--- src/design/game_pkg.sv ---
package game_pkg;

    typedef logic [9:0] coord_t;      // screen coordinate
    typedef logic [3:0] stage_t;
    typedef logic [3:0] collision_t;  // one bit per blocked direction

    typedef enum logic [1:0] {
        DIR_POS_H = 2'd0,
        DIR_NEG_H = 2'd1,
        DIR_POS_V = 2'd2,
        DIR_NEG_V = 2'd3
    } dir_t;

    // bit positions inside collision_t
    localparam int BLOCK_NEG_H = 0;
    localparam int BLOCK_POS_H = 1;
    localparam int BLOCK_POS_V = 2;
    localparam int BLOCK_NEG_V = 3;

    localparam int TILE_SIZE = 20;    // wall tile pitch
    localparam int N_WALLS   = 40;

    // wall tile corners, index matches tile number
    localparam coord_t WALL_H [0:N_WALLS-1] = '{
        320, 300, 280, 260, 240, 220, 200, 180,
        160, 140, 120, 100,  80,  60,  40,  20,
        320, 300, 280, 260, 240, 220, 200, 180,
        160, 140, 120, 100,  80,  60,  40,  20,
        280, 100, 320, 300,  80,  60,  40,  20
    };

    localparam coord_t WALL_V [0:N_WALLS-1] = '{
        120, 120, 120, 160, 180, 160, 180, 180,
        180, 180, 180, 140, 140, 140, 140, 140,
         60,  60,  60,  60,  60,  60,  60,  60,
         60,  60,  60,  60,  60,  60,  60,  60,
        140, 160, 140, 140, 160, 160, 160, 160
    };

    // player leaves the screen past these
    localparam coord_t EDGE_LOW  = 10'd20;
    localparam coord_t EDGE_HIGH = 10'd319;

    localparam coord_t SPAWN0_H = 10'd150;  // first stage only
    localparam coord_t SPAWN0_V = 10'd110;
    localparam coord_t SPAWN_H  = 10'd25;
    localparam coord_t SPAWN_V  = 10'd25;

    localparam coord_t MONSTER_H0 = 10'd160;
    localparam coord_t MONSTER_V0 = 10'd120;

    // monster wander box
    localparam coord_t MONSTER_H_MIN = 10'd20;
    localparam coord_t MONSTER_H_MAX = 10'd300;
    localparam coord_t MONSTER_V_MIN = 10'd20;
    localparam coord_t MONSTER_V_MAX = 10'd220;

    localparam logic [12:0] LFSR_SEED = 13'h000F;  // any nonzero value works

endpackage

--- src/design/lfsr13.sv ---
module lfsr13 (
    input  logic        clk,
    input  logic        rst,
    input  logic        stage_change,
    output logic [12:0] rnd
);
    import game_pkg::*;

    logic [12:0] state;
    logic [3:0]  shift_cnt;
    logic        feedback;

    assign feedback = state[12] ^ state[3] ^ state[2] ^ state[0];

    always_ff @(posedge clk) begin
        if (rst || stage_change) begin
            state     <= LFSR_SEED;
            shift_cnt <= '0;
            rnd       <= LFSR_SEED;
        end else begin
            state <= {state[11:0], feedback};
            if (shift_cnt == 4'd12) begin
                shift_cnt <= '0;
                rnd       <= state;   // fresh word every 13 shifts
            end else begin
                shift_cnt <= shift_cnt + 1'b1;
            end
        end
    end

    // all-zero state would lock up
    a_nonzero: assert property (@(posedge clk) disable iff (rst)
        state != '0);

endmodule

--- src/design/monster_walker.sv ---
module monster_walker (
    input  logic                 clk,
    input  logic                 rst,
    input  logic                 stage_change,
    input  logic                 tick,
    input  game_pkg::collision_t blocked,
    input  logic [12:0]          rnd,
    output game_pkg::coord_t     pos_h,
    output game_pkg::coord_t     pos_v
);
    import game_pkg::*;

    dir_t       heading;
    logic       stuck;
    logic [1:0] pick;
    logic [1:0] turn_to;
    coord_t     next_h;
    coord_t     next_v;

    // blocked by a wall or by the wander box
    always_comb begin
        case (heading)
            DIR_POS_H: stuck = blocked[BLOCK_POS_H] || (pos_h >= MONSTER_H_MAX);
            DIR_NEG_H: stuck = blocked[BLOCK_NEG_H] || (pos_h <= MONSTER_H_MIN);
            DIR_POS_V: stuck = blocked[BLOCK_POS_V] || (pos_v >= MONSTER_V_MAX);
            default:   stuck = blocked[BLOCK_NEG_V] || (pos_v <= MONSTER_V_MIN);
        endcase
    end

    // choose among the other three headings
    assign pick    = 2'(rnd % 13'd3);
    assign turn_to = (pick >= heading) ? pick + 1'b1 : pick;

    always_comb begin
        next_h = pos_h;
        next_v = pos_v;
        if (!stuck) begin
            case (heading)
                DIR_POS_H: next_h = pos_h + 1'b1;
                DIR_NEG_H: next_h = pos_h - 1'b1;
                DIR_POS_V: next_v = pos_v + 1'b1;
                default:   next_v = pos_v - 1'b1;
            endcase
        end
    end

    always_ff @(posedge clk) begin
        if (rst || stage_change) begin
            pos_h   <= MONSTER_H0;
            pos_v   <= MONSTER_V0;
            heading <= DIR_POS_H;
        end else if (tick) begin
            pos_h <= next_h;      // holds when stuck
            pos_v <= next_v;
            if (stuck) begin
                heading <= dir_t'(turn_to);
            end
        end
    end

    a_in_box: assert property (@(posedge clk) disable iff (rst)
        pos_h >= MONSTER_H_MIN && pos_h <= MONSTER_H_MAX
        && pos_v >= MONSTER_V_MIN && pos_v <= MONSTER_V_MAX);

endmodule

--- src/design/player_mover.sv ---
module player_mover (
    input  logic                 clk,
    input  logic                 rst,
    input  logic                 stage_change,
    input  game_pkg::stage_t     stage,
    input  logic                 tick,
    input  logic                 key_w,
    input  logic                 key_a,
    input  logic                 key_s,
    input  logic                 key_d,
    input  game_pkg::collision_t blocked,
    output game_pkg::coord_t     pos_h,
    output game_pkg::coord_t     pos_v
);
    import game_pkg::*;

    coord_t next_h;
    coord_t next_v;
    coord_t spawn_h;
    coord_t spawn_v;

    // stage has already advanced when stage_change is seen here
    assign spawn_h = (stage == '0) ? SPAWN0_H : SPAWN_H;
    assign spawn_v = (stage == '0) ? SPAWN0_V : SPAWN_V;

    // W > S > A > D, only one key acts
    always_comb begin
        next_h = pos_h;
        next_v = pos_v;
        if (key_w) begin
            if (!blocked[BLOCK_POS_V]) begin
                next_v = pos_v + 1'b1;
            end
        end else if (key_s) begin
            if (!blocked[BLOCK_NEG_V]) begin
                next_v = pos_v - 1'b1;
            end
        end else if (key_a) begin
            if (!blocked[BLOCK_POS_H]) begin
                next_h = pos_h + 1'b1;
            end
        end else if (key_d) begin
            if (!blocked[BLOCK_NEG_H]) begin
                next_h = pos_h - 1'b1;
            end
        end
    end

    always_ff @(posedge clk) begin
        if (rst) begin
            pos_h <= SPAWN0_H;
            pos_v <= SPAWN0_V;
        end else if (stage_change) begin
            pos_h <= spawn_h;   // respawn on new stage
            pos_v <= spawn_v;
        end else if (tick) begin
            pos_h <= next_h;
            pos_v <= next_v;
        end
    end

    // no drift between frames
    a_hold: assert property (@(posedge clk) disable iff (rst)
        !tick && !stage_change |=> $stable(pos_h) && $stable(pos_v));

    // a frame moves at most one pixel along one axis
    a_step: assert property (@(posedge clk) disable iff (rst)
        tick && !stage_change |=> ($stable(pos_v) && ($stable(pos_h)
                                     || pos_h == $past(pos_h) + 1'b1
                                     || pos_h == $past(pos_h) - 1'b1))
              || ($stable(pos_h) && (pos_v == $past(pos_v) + 1'b1
                                     || pos_v == $past(pos_v) - 1'b1)));

endmodule

--- src/design/stage_control.sv ---
module stage_control #(
    parameter int MAX_STAGE = 10
) (
    input  logic             clk,
    input  logic             rst,
    input  logic             tick,
    input  logic             key_w,
    input  logic             key_a,
    input  logic             key_s,
    input  logic             key_d,
    output game_pkg::stage_t stage,
    output logic             stage_change,
    output game_pkg::coord_t player_h,
    output game_pkg::coord_t player_v,
    output game_pkg::coord_t monster_h,
    output game_pkg::coord_t monster_v
);
    import game_pkg::*;

    collision_t  player_blocked;
    collision_t  monster_blocked;
    logic [12:0] rnd;

    stage_sequencer #(
        .MAX_STAGE(MAX_STAGE)
    ) stage_sequencer_i (
        .clk         (clk),
        .rst         (rst),
        .player_h    (player_h),
        .stage       (stage),
        .stage_change(stage_change)
    );

    player_mover player_mover_i (
        .clk         (clk),
        .rst         (rst),
        .stage_change(stage_change),
        .stage       (stage),
        .tick        (tick),
        .key_w       (key_w),
        .key_a       (key_a),
        .key_s       (key_s),
        .key_d       (key_d),
        .blocked     (player_blocked),
        .pos_h       (player_h),
        .pos_v       (player_v)
    );

    wall_map player_walls_i (
        .pos_h  (player_h),
        .pos_v  (player_v),
        .blocked(player_blocked)
    );

    lfsr13 lfsr13_i (
        .clk         (clk),
        .rst         (rst),
        .stage_change(stage_change),
        .rnd         (rnd)
    );

    monster_walker monster_walker_i (
        .clk         (clk),
        .rst         (rst),
        .stage_change(stage_change),
        .tick        (tick),
        .blocked     (monster_blocked),
        .rnd         (rnd),
        .pos_h       (monster_h),
        .pos_v       (monster_v)
    );

    wall_map monster_walls_i (
        .pos_h  (monster_h),
        .pos_v  (monster_v),
        .blocked(monster_blocked)
    );

endmodule

--- src/design/stage_sequencer.sv ---
module stage_sequencer #(
    parameter int MAX_STAGE = 10
) (
    input  logic             clk,
    input  logic             rst,
    input  game_pkg::coord_t player_h,
    output game_pkg::stage_t stage,
    output logic             stage_change
);
    import game_pkg::*;

    logic at_low;
    logic at_high;

    assign at_low  = (player_h <= EDGE_LOW);
    assign at_high = (player_h >= EDGE_HIGH);

    always_ff @(posedge clk) begin
        if (rst) begin
            stage        <= '0;
            stage_change <= 1'b0;
        end else begin
            stage_change <= 1'b0;
            if (!stage_change) begin   // player still at the edge during respawn
                if (at_low) begin
                    stage_change <= 1'b1;
                    if (stage < MAX_STAGE) begin
                        stage <= stage + 1'b1;
                    end
                end else if (at_high) begin
                    stage_change <= 1'b1;
                    if (stage != '0) begin
                        stage <= stage - 1'b1;
                    end
                end
            end
        end
    end

    a_stage_max: assert property (@(posedge clk) disable iff (rst)
        stage <= MAX_STAGE);

    a_single_pulse: assert property (@(posedge clk) disable iff (rst)
        stage_change |=> !stage_change);

endmodule

--- src/design/wall_map.sv ---
module wall_map (
    input  game_pkg::coord_t     pos_h,
    input  game_pkg::coord_t     pos_v,
    output game_pkg::collision_t blocked
);
    import game_pkg::*;

    localparam logic [10:0] TS = 11'(TILE_SIZE);

    // one extra bit so the +TS sums never wrap
    logic [10:0] ph;
    logic [10:0] pv;
    collision_t  hit [N_WALLS];

    assign ph = {1'b0, pos_h};
    assign pv = {1'b0, pos_v};

    for (genvar i = 0; i < N_WALLS; i++) begin : g_wall
        localparam logic [10:0] WH = {1'b0, WALL_H[i]};
        localparam logic [10:0] WV = {1'b0, WALL_V[i]};

        logic       row_overlap;
        logic       col_overlap;
        collision_t hit_w;

        // strict overlap test written without subtraction
        assign row_overlap = (pv + TS > WV) && (pv < WV + TS);
        assign col_overlap = (ph + TS > WH) && (ph < WH + TS);

        always_comb begin
            hit_w = '0;
            if (row_overlap) begin
                hit_w[BLOCK_NEG_H] = (ph == WH + TS);  // wall on the low-h side
                hit_w[BLOCK_POS_H] = (ph + TS == WH);  // wall on the high-h side
            end else if (col_overlap) begin
                hit_w[BLOCK_POS_V] = (pv + TS == WV);
                hit_w[BLOCK_NEG_V] = (pv == WV + TS);
            end
        end

        assign hit[i] = hit_w;
    end

    always_comb begin
        blocked = '0;
        for (int i = 0; i < N_WALLS; i++) begin
            blocked = blocked | hit[i];
        end
    end

endmodule

--- config.mk ---
export PLATFORM = sky130hd
export DESIGN_NAME = stage_control
export DESIGN_NICKNAME = d
export VERILOG_FILES = /design/src/design/game_pkg.sv /design/src/design/lfsr13.sv /design/src/design/monster_walker.sv /design/src/design/player_mover.sv /design/src/design/stage_control.sv /design/src/design/stage_sequencer.sv /design/src/design/wall_map.sv
export SDC_FILE = /design/constraint.sdc
export NUM_CORES = 1
export LEC_CHECK = 0
export BUFFER_PORTS_ARGS = -buffer_cell sky130_fd_sc_hd__buf_4
export CORE_MARGIN = 4
export CORE_UTILIZATION = 30
export DETAILED_ROUTE_END_ITERATION = 12
export PLACE_DENSITY = 0.41
export SYNTH_ARGS = -nofsm -noshare
export SYNTH_HDL_FRONTEND = slang
export SYNTH_SLANG_ARGS = --single-unit
--- constraint.sdc ---
create_clock -name clk -period 10.9 [get_ports clk]
set_input_delay 0.545 -clock clk [delete_from_list [all_inputs] [get_ports clk]]
set_output_delay 0.545 -clock clk [all_outputs]
set_load 0.02 [all_outputs]
==> reports/results.tsv, run 1 <==
stage	metric	value	unit
cts	cts_max_level	3	
setup_path	timing.rr.start	lfsr13_i.rnd[9]	
yosys	async_flop_share	0	%
setup_path	max_stage_delay	0.56	ns
setup_path	crit_path_end_kind	flip-flop	
sta	tightest_slew	1.05	ns
floorplan	die_w	191	µm
setup_path	crit_buf_inv	1	
yosys	yosys.area.top_type_share	15.3	%
setup_path	reg2reg_to	monster_walker_i.heading[0]	
final_layout	drive_gt1_share	8.85	%
yosys	yosys_warnings	0	
final_layout	final_util	33.7	%
grt	grt_max_degree	47	
pwr	pwr-share-clk	18.4	%
final_layout	multi_input_area	7930	µm²
floorplan	start_util	30.7	%
cts	ctsResizeCount	0	
floorplan	ios	52	
setup_path	cp_slowest_cell	dfxtp_1	
route	vias	10891	
pwr	internal_power	1.01	mW
setup_path	crit_fanout	13	
status	outcome	completed	
setup_path	crit_family	simple AND/OR/NAND/NOR gates	
final_layout	antenna_cells	0	
cts	cts_made_buffers	9	
yosys	postSynthCellCount	1427	
grt	grt_usage	18.3	%
yosys	synthDistinctLibCells	93	
setup_path	start_kind	flip-flop	
pwr	pwr-share-seq	20.4	%
pwr	leakagePower	4.21	nW
final_layout	nets	1479	
flow_run	drv_cap	0	
grt	grt-ovfl-total	0	
placed_design	portBuffers	51	
placed_design	post-dp-hpwl	25.2	mm
yosys	synth-main-ff-cell	dfxtp_1	
route	drt_iter0_markers	999	
yosys	ys_seq_elements	77	
worst_hold_path	hold_end	lfsr13_i.state[6]	
route	remaining_drc_errors	0	
sta	setup_viol	0	
route	ant_nets	0	
sta	fmax	180	MHz
yosys	synthTopCellsByArea	dfxtp_1 (15%), ha_1 (7.4%), a21oi_1 (6.3%)	
sta	fin_crit_sh	50.9	%
floorplan	coreArea	32900	µm²
pwr	total_power	2.00	mW
sta	hold_viol	0	
cts	clkSinkCount	77	
sta	whs	0.444	ns
sta	finalMaxSlewViolations	0	
grt	grt_pass1_vias	10056	
yosys	yosysSeqAreaShare	15.3	%
pwr	switchingPower	0.988	mW
setup_path	crit_type	reg2reg	
sta	slew_headroom	30.1	%
setup_path	worstRegToRegCells	22	
yosys	synth.largest_area_cell	dfxtp_1	
floorplan	die_area	36700	µm²
sta	rsz0062_at_grt	false	
pwr	vdd_drop_max	0.0000950	V
pwr	pwr-share-comb	61.2	%
yosys	netlist_area	10100	µm²
placed_design	gp_congestion	0.936	
route	routedWlPerCell	18.7	µm
cts	cts.path.max_buffers	2	
route	firstDrtPassIters	5	
worst_hold_path	hold_path_class	reg2reg	
yosys	synth_fp_nets	1499	
setup_path	rrSetupSlack	5.35	ns
floorplan	die_h	191	µm
worst_hold_path	holdPathStages	1	
final_layout	fin_cells	1854	
grt	antenna_found_initial	0	
placed_design	dp_cells	1838	
final_layout	area_delta_synth_final	9.70	%
route	wl	34.7	mm
setup_path	critical_path_arrival	5.74	ns
yosys	synth_common_cells	a21oi_1 (128), nand2_1 (120), nor2_1 (117), o21ai_0 (97), dfxtp_1 (77)	
floorplan	placementRows	66	
final_layout	fillCellCount	3614	
yosys	post-synth-top-count-cell	a21oi_1	
cts	path_clk_slew	0.07	ns
yosys	syn_avg_cell_area	7.07	µm²
pwr	powerDensity	181	nW/µm²
cts	cts_setup_buffers	0	
sta	fin_tns_setup	0	ns
grt	grt_pass1_wl	55.4	mm
worst_hold_path	worstHoldStart	lfsr13_i.state[5]	
cts	cts_hold_buf	0	
setup_path	crit_chain	or3b_2 > a31oi_1 > o2bb2ai_2 > or2_0 > a211oi_1 > nor3_1 > mux2_2 > o311ai_0 > or2_2 > ha_1 > inv_1 > nand2_1 > nor4_1 > a31oi_2 > and2_1 > ha_1 > nor2b_1 > a22oi_1 > o31a_1 > o211ai_1 > o31a_1 > o22ai_2	
final_layout	register_area	1540	µm²
cts	clockRootBuffer	clkbuf_16	
route	viasPerCell	5.87	
sta	skew	0.0142	ns
yosys	synth_edf_count	0	
setup_path	required	11.09	ns
cts	cts_tree	built	
sta	min_period	5.55	ns
pwr	switching_share	49.3	%
cts	clock_latency	0.35	ns
power groups by stage:
| stage | registers [mW] | logic, mW | clock network [mW] |
|---|---|---|---|
| final | 0.409 | 1.23 | 0.369 |
| after detailed placement | 0.414 | 1.21 | 0 |
| after floorplan | 0.389 | 0.899 | 0 |
| after CTS | 0.408 | 1.21 | 0.383 |
| after global placement | 0.415 | 1.22 | 0 |
| after global routing | 0.419 | 1.35 | 0.393 |
metrics by stage:
step / setup WS [ns] / cell area (µm²)
after floorplan: 6.24 / 10100
after global placement: 5.47 / 10700
after detailed placement: 5.39 / 10700
after CTS: 5.35 / 11100
after global routing: 4.84 / 11100
final: 5.35 / 11100
area by class of cell:
type                            instances  share of cell area, %
Inverter                               55                   1.86
Clock inverter                          7                   1.15
Timing Repair Buffer                   66                   4.47
Tap cell                              442                   4.99
Sequential cell                        77                   13.9
Multi-Input combinational cell       1198                   71.6
Clock buffer                            9                   2.03
how the worst max path moves through the flow:
stage | start | endpoint | cells after the start | slack, ns
global route | monster_walker_i.pos_h[3] | monster_walker_i.pos_h[9] | 13 | 4.84
finish | lfsr13_i.rnd[9] | monster_walker_i.heading[0] | 22 | 5.35
CTS | lfsr13_i.rnd[9] | monster_walker_i.heading[0] | 22 | 5.35
global placement | lfsr13_i.rnd[9] | monster_walker_i.heading[0] | 22 | 5.47
floorplan | lfsr13_i.rnd[9] | monster_walker_i.heading[0] | 22 | 6.24
detailed placement | lfsr13_i.rnd[9] | monster_walker_i.heading[0] | 22 | 5.39
cells by family (layout without fill, tap and decap cells):
kind of cell / count (synthesis) / in the layout / synth area share [%]
AOI/OAI and AO/OA: 508 / 508 / 34.0
buffers and inverters: 152 / 137 / 6.25
DFF: 77 / 77 / 15.3
xor gates and xnor gates: 67 / 67 / 5.81
adders and majority gates: 65 / 65 / 8.43
muxes: 24 / 24 / 2.53
and+or+nand+nor: 534 / 534 / 27.7
sequential cells by signal, summed over array words and instances, names as in the netlist:
register,count
monster_walker_i.pos_v,10
stage_sequencer_i.stage_change,1
monster_walker_i.pos_h,10
stage_sequencer_i.stage,4
player_mover_i.pos_v,10
lfsr13_i.shift_cnt,4
lfsr13_i.state,13
player_mover_i.pos_h,10
monster_walker_i.heading,2
lfsr13_i.rnd,13
per-layer routing:
| layer | track usage, % | share of wire (%) | vias to the layer above |
|---|---|---|---|
| met1 | 26.6 | 49 | 5151 |
| met3 | 1.84 | 4.9 | 64 |
| met4 | 5.64 | 2.6 | 0 |
| met2 | 28.4 | 44 | 361 |
| met5 | 0 | 0 | - |
| li1 | - | - | 5315 |
cells in the final DEF (no fill, tap or decap), types with 11 or more instances in the layout:
master and n:
xnor2_1 45, buf_4 66, nor2_1 116, and2_1 20, a211oi_1 13, o211ai_1 31, o21bai_1 21, dfxtp_1 77
nand4_1 17, nor3_1 48, mux2i_1 21, nor3b_1 11, a21oi_1 128, nor4_1 20, nand3_1 23, a31oi_1 25
nand2_1 120, xor2_1 22, o21ai_0 97, nand2b_1 22, inv_1 55, a21o_1 19, o22ai_1 13, nand3b_1 13
or3_1 22, nor2b_1 30, a211o_1 12, ha_1 60, and3_1 16, or2_2 14
worst reg2reg max path: cells and delay by family, from the launching register on:
kind	cells	cell delay, ns
muxes	1	0.39
and+or+nand+nor	8	2.05
buffers and inverters	1	0.08
DFF	1	0.56
adders and majority gates	2	0.45
AOI/OAI and AO/OA	10	1.89
No activity file was read; power rests on OpenSTA's default activity.
==> run 2, diff against run 1 <==
--- a/config.mk
+++ b/config.mk
@@ -9,7 +9,7 @@
 export CORE_MARGIN = 4
 export CORE_UTILIZATION = 30
 export DETAILED_ROUTE_END_ITERATION = 12
-export PLACE_DENSITY = 0.41
+export PLACE_DENSITY = 0.42
 export SYNTH_ARGS = -nofsm -noshare
 export SYNTH_HDL_FRONTEND = slang
 export SYNTH_SLANG_ARGS = --single-unit
==> constraint.sdc (replaced) <==
create_clock -name clk -period 4.5 [get_ports clk]
set_input_delay 0.225 -clock clk [delete_from_list [all_inputs] [get_ports clk]]
set_output_delay 0.225 -clock clk [all_outputs]
set_load 0.02 [all_outputs]
==> run 2 against run 1 <==
Register-to-register slack got worse by 5.4 ns. Worst setup slack got worse by 5.4 ns. The flow now finishes with violations (setup timing). Hold slack got worse by 0.27 ns. Largest cell class unchanged. Die area did not move. Via count rose by 4.2%. Final cell count rose by 6.0%. Final area rose by 9.4%.
==> reports/results.tsv, run 2 (same netlist as run 1, synthesis figures left out) <==
stage	metric	value	unit	change
route	viasPerCell	5.77		-1.8%
sta	fmax	219	MHz	+22%
pwr	pwr-share-clk	15.3	%	-3.1 points
setup_path	crit_type	reg2reg		
grt	grt_pass1_vias	10713		+6.5%
grt	grt_max_degree	41		-13%
worst_hold_path	holdPathStages	2		+1
setup_path	required	4.76	ns	-6.33 ns
route	remaining_drc_errors	0		unchanged
cts	cts_max_level	3		unchanged
floorplan	placementRows	66		unchanged
setup_path	critical_path_arrival	4.82	ns	-0.92 ns
grt	grt_pass1_wl	58.3	mm	+5.2%
pwr	internal_power	2.60	mW	+160%
pwr	pwr-share-seq	18.9	%	-1.5 points
route	ant_nets	0		unchanged
placed_design	dp_cells	1943		+5.7%
pwr	leakagePower	4.78	nW	+14%
route	wl	35.7	mm	+2.8%
final_layout	area_delta_synth_final	20.0	%	
sta	setup_viol	1		+1
sta	hold_viol	0		unchanged
pwr	vdd_drop_max	0.000208	V	+120%
sta	worst_slack	-0.0637	ns	-5.41 ns
worst_hold_path	worstHoldStart	rst		
pwr	switching_share	48.5	%	-0.87 points
worst_hold_path	hold_path_class	in2reg		
final_layout	fillCellCount	3567		-1.3%
status	failed_checks	setup timing		
setup_path	crit_fanout	7		-6
floorplan	die_area	36700	µm²	unchanged
cts	cts_made_buffers	9		unchanged
cts	clkSinkCount	77		unchanged
setup_path	timing.rr.start	lfsr13_i.rnd[9]		
floorplan	die_h	191	µm	unchanged
pwr	powerDensity	416	nW/µm²	+130%
floorplan	ios	52		unchanged
pwr	pwr-share-comb	65.7	%	+4.5 points
cts	clockRootBuffer	clkbuf_16		
sta	min_period	4.56	ns	-0.985 ns
sta	fin_crit_sh	101	%	+51 points
pwr	switchingPower	2.44	mW	+150%
sta	tightest_slew	0.908	ns	-0.140 ns
final_layout	largest_registers	lfsr13_i.rnd (13), lfsr13_i.state (13)		
route	routedWlPerCell	18.1	µm	-3.0%
floorplan	die_w	191	µm	unchanged
final_layout	final_util	36.9	%	+3.2 points
route	firstDrtPassIters	5		unchanged
final_layout	layout_commonest_cell	buf_4		
floorplan	start_util	30.7	%	unchanged
final_layout	drive_gt1_share	17.8	%	+8.9 points
route	drt_iter0_markers	939		-6.0%
setup_path	worstRegToRegCells	22		unchanged
final_layout	antenna_cells	0		unchanged
sta	slew_headroom	39.5	%	+9.3 points
placed_design	portBuffers	51		unchanged
setup_path	reg2reg_to	monster_walker_i.heading[0]		
sta	rsz0062_at_grt	true		
status	outcome	finished with violations		
final_layout	layout_common_cells	buf_4 (172), a21oi_1 (128), nand2_1 (119)		
sta	skew	0.0140	ns	-0.000201 ns
cts	cts_hold_buf	0		unchanged
final_layout	nets	1591		+7.6%
setup_path	rrSetupSlack	-0.06	ns	-5.41 ns
final_layout	fin_cells	1966		+6.0%
cts	cts_tree	built		
placed_design	gp_congestion	0.972		+3.9%
setup_path	start_kind	flip-flop		
grt	grt_usage	19.2	%	+0.87 points
grt	grt-ovfl-total	0		unchanged
floorplan	coreArea	32900	µm²	unchanged
grt	antenna_found_initial	0		unchanged
setup_path	crit_path_end_kind	flip-flop		
route	vias	11343		+4.2%
placed_design	post-dp-hpwl	26.9	mm	+6.8%
cts	cts.path.max_buffers	2		unchanged
flow_run	drv_cap	0		unchanged
worst_hold_path	hold_end	stage_sequencer_i.stage[3]		
sta	finalMaxSlewViolations	0		unchanged
cts	path_clk_slew	0.07	ns	about the same
cts	clock_latency	0.35	ns	about the same
[run 2: power by group through the flow]
| stage | sequential (mW) | combinational (mW) | clock (mW) |
|---|---|---|---|
| 3_5_place_dp | 0.968 | 3.26 | 0 |
| 2_1_floorplan | 0.945 | 2.19 | 0 |
| 4_1_cts | 0.952 | 3.27 | 0.810 |
| 3_3_place_gp | 0.973 | 3.28 | 0 |
| 5_1_grt | 0.975 | 3.64 | 0.833 |
| 6_report | 0.954 | 3.31 | 0.773 |
[run 2: final cells by class]
cell class                 count  area [µm²]  area share [%]
timing repair buffer         178        1390            11.4
multi-input combinational   1198        8120            67.0
tap                          442         553            4.56
clock inverter                 6        70.1           0.578
inverter                      55         206            1.70
sequential                    77        1550            12.8
clock buffer                  10         229            1.89
[run 2: critical path, cell delays in order (launching register included)]
cell and delay (ns):
dfxtp_4 0.37, buf_6 0.12, and4b_1 0.22, mux2i_2 0.23, a22oi_2 0.12, or2_4 0.27
buf_6 0.13, o21a_1 0.11, nor3_2 0.24, mux2_4 0.34, a22oi_2 0.16, ha_2 0.20
a21oi_1 0.04, a221o_1 0.36, a311o_1 0.29, and2_4 0.17, ha_4 0.26, nor2b_4 0.05
a22oi_2 0.11, o31a_1 0.15, o211ai_1 0.10, o31a_1 0.29, o22ai_2 0.10
[run 2: worst max path at each step]
stage          slack [ns]                     endpoint        startpoint
6_report            -0.06  monster_walker_i.heading[0]   lfsr13_i.rnd[9]
5_1_grt             -0.32  monster_walker_i.heading[0]  lfsr13_i.rnd[10]
4_1_cts             -0.10  monster_walker_i.heading[0]   lfsr13_i.rnd[9]
3_5_place_dp        -0.39  monster_walker_i.heading[0]   lfsr13_i.rnd[9]
3_3_place_gp        -0.24  monster_walker_i.heading[0]   lfsr13_i.rnd[9]
2_1_floorplan       0.003  monster_walker_i.heading[0]  lfsr13_i.rnd[10]
[run 2: timing repair]
item	4_1_cts	5_1_grt
setup buffers	6	1
setup endpoints to repair	2	22
resized for setup	28	11
pin swaps	12	1
cloned	0	0
[run 2: per-stage QoR]
step                power, mW  hold WS (ns)  instance area (µm²)  setup WS (ns)  setup TNS (ns)
global placement         4.25         0.423                11600         -0.241          -0.493
CTS                      5.04         0.175                12100         -0.104          -0.104
detailed placement       4.22         0.431                11600         -0.387          -0.630
floorplan                3.13         0.324                10200        0.00262               0
finish                   5.04         0.177                12100        -0.0637         -0.0637
global route             5.44         0.182                12100         -0.316          -0.499
[run 2: metal layers]
metal	part of all wire, %	track usage (%)
met1	48	27.3
met2	44	30.9
met3	5.4	2.08
met4	2.1	4.92
met5	0	0
==> run 3, diff against run 2 <==
--- a/config.mk
+++ b/config.mk
@@ -6,7 +6,7 @@
 export NUM_CORES = 1
 export LEC_CHECK = 0
 export BUFFER_PORTS_ARGS = -buffer_cell sky130_fd_sc_hd__buf_4
-export CORE_MARGIN = 4
+export CORE_MARGIN = 10
 export CORE_UTILIZATION = 30
 export DETAILED_ROUTE_END_ITERATION = 12
 export PLACE_DENSITY = 0.42
==> run 3 against run 2 <==
Clock skew decreased by 0.0029 ns. Largest cell class unchanged. Largest power group unchanged. Final cell count up 1.0%. Highest routed layer unchanged. Fmax down 0.72%. The flow still finishes with violations (setup timing).
==> reports/results.tsv, run 3 (same netlist as run 1, synthesis figures left out) <==
stage	metric	value	unit	change
final_layout	register_area	1550	µm²	+0.16%
cts	clockRootBuffer	clkbuf_16		
final_layout	nets	1605		+0.88%
final_layout	layout_common_cells	buf_4 (188), a21oi_1 (125), nand2_1 (119)		
floorplan	die_w	203	µm	+6.3%
worst_hold_path	hold_path_class	in2reg		
pwr	leakagePower	4.88	nW	+2.1%
setup_path	rrSetupSlack	-0.1	ns	-0.03 ns
setup_path	critical_path_arrival	4.86	ns	+0.04 ns
status	failed_checks	setup timing		
grt	antenna_found_initial	0		unchanged
route	ant_nets	0		unchanged
flow_run	drv_cap	0		unchanged
cts	cts.path.max_buffers	2		unchanged
floorplan	die_area	41400	µm²	+13%
grt	use_met1	22.3	%	-5.0 points
floorplan	placementRows	67		+1.5%
cts	clock_latency	0.35	ns	about the same
final_layout	multi_input_area	8210	µm²	+1.0%
route	viasPerCell	5.72		-0.88%
sta	finalMaxSlewViolations	0		unchanged
placed_design	gp_congestion	0.931		-4.2%
setup_path	crit_chain	buf_6 > or3b_4 > a31oi_4 > o2bb2ai_4 > buf_4 > o21ai_0 > a21o_1 > o2111ai_2 > mux2_4 > a22oi_2 > ha_2 > buf_4 > nand2_1 > nor2_1 > a221o_1 > a311o_1 > and2_4 > ha_4 > nor2b_4 > a22oi_1 > o31a_1 > o211ai_1 > o31a_1 > o22ai_2		
cts	clkSinkCount	77		unchanged
sta	rsz0062_at_grt	true		
placed_design	place_ws	-0.377	ns	+0.00986 ns
placed_design	post-dp-hpwl	27.1	mm	+0.58%
pwr	powerDensity	413	nW/µm²	-0.68%
grt	grt_max_degree	39		-4.9%
placed_design	placed_cell_area	11700	µm²	+0.47%
final_layout	fin_cells	1986		+1.0%
setup_path	crit_fanout	6		-1
floorplan	coreArea	33400	µm²	+1.5%
route	wl	35.5	mm	-0.52%
setup_path	max_stage_delay	0.41	ns	+0.04 ns
final_layout	largest_registers	lfsr13_i.rnd (13), lfsr13_i.state (13)		
final_layout	area_delta_synth_final	22.1	%	
grt	met2_usage	26.9	%	-4.0 points
sta	tightest_slew	0.921	ns	+0.0128 ns
route	remaining_drc_errors	0		unchanged
setup_path	crit_buf_inv	3		+1
route	vias	11358		+0.13%
final_layout	antenna_cells	0		unchanged
floorplan	die_h	203	µm	+6.3%
floorplan	start_util	30.3	%	-0.46 points
sta	fin_crit_sh	102	%	+0.74 points
final_layout	fillCellCount	3613		+1.3%
grt	gr-max-usage-layer	met2		
cts	cts_hold_buf	0		unchanged
final_layout	final_util	37.0	%	+0.091 points
sta	min_period	4.60	ns	+0.0333 ns
route	drt_iter0_markers	743		-21%
setup_path	crit_type	reg2reg		
status	outcome	finished with violations		
sta	hold_viol	0		unchanged
sta	setup_viol	1		unchanged
cts	cts_tree	built		
sta	worst_slack	-0.0970	ns	-0.0333 ns
final_layout	layout_commonest_cell	buf_4		
grt	grt_usage	16.6	%	-2.6 points
grt	use_met3	1.75	%	-0.34 points
route	routedWlPerCell	17.9	µm	-1.5%
sta	skew	0.0111	ns	-0.00289 ns
grt	grt_pass1_wl	57.7	mm	-1.1%
sta	slew_headroom	38.6	%	-0.85 points
placed_design	dp_cells	1957		+0.72%
cts	cts_max_level	3		unchanged
placed_design	portBuffers	51		unchanged
pwr	vdd_drop_max	0.000175	V	-16%
setup_path	required	4.76	ns	about the same
sta	fmax	218	MHz	-0.72%
setup_path	cp_slowest_cell	or3b_4		
setup_path	crit_family	compound AO/OA/AOI/OAI gates		
final_layout	drive_gt1_share	19.2	%	+1.4 points
floorplan	ios	52		unchanged
cts	cts_made_buffers	9		unchanged
grt	grt-ovfl-total	0		unchanged
cts	path_clk_slew	0.07	ns	about the same
route	firstDrtPassIters	6		+1
final_layout	final_design_area_no_fill	12300	µm²	+1.8%
setup_path	crit_path_end_kind	flip-flop		
grt	grt_pass1_vias	10873		+1.5%
setup_path	start_kind	flip-flop		
-- run 3: cell types whose count changed in the layout (fill, tap and decap cells not counted), sizes merged --
cell      delta
inv          -1
clkinv       -2
bufinv       +1
buf         +14
clkinvlp     +2
-- run 3: worst paths after layout --
check,from,to,depth (start not counted)
min reg2reg,lfsr13_i.state[8],lfsr13_i.rnd[8],2
min,rst,stage_sequencer_i.stage[1],2
max reg2reg,lfsr13_i.rnd[9],monster_walker_i.heading[0],24
max,lfsr13_i.rnd[9],monster_walker_i.heading[0],24
-- run 3: cell type report --
| type | count | share of cell area (%) |
|---|---|---|
| sequential | 77 | 12.6 |
| inverter | 55 | 1.67 |
| multi-input combinational | 1198 | 66.5 |
| clock buffer | 10 | 1.94 |
| tap | 448 | 4.55 |
| timing repair buffer | 192 | 12.0 |
| clock inverter | 6 | 0.751 |
-- run 3: power by group --
group          total [mW]  internal (mW)  switching [mW]
sequential          0.913          0.762           0.152
combinational        3.35           1.42            1.93
clock               0.826          0.505           0.321
-- run 3: metrics by stage --
step	total power, mW	setup TNS (ns)	hold WS, ns
6_report	5.09	-0.0970	0.179
5_1_grt	5.50	-0.575	0.183
4_1_cts	5.09	-0.0712	0.170
3_5_place_dp	4.24	-0.609	0.427
3_3_place_gp	4.26	-0.462	0.427
2_1_floorplan	3.13	0	0.324
-- run 3: what timing repair did --
item	CTS	global route
endpoints found under the setup margin	2	21
gates resized for setup	37	16
pin swaps	18	6
hold endpoints to repair	0	0
buffers inserted	9	4
-- run 3: per-layer routing --
layer  vias to the layer above  routed length [µm]
met3                        67                1790
met2                       377               16000
li1                       5556                   -
met4                         0                 845
met1                      5358               16900
met5                         -                   0
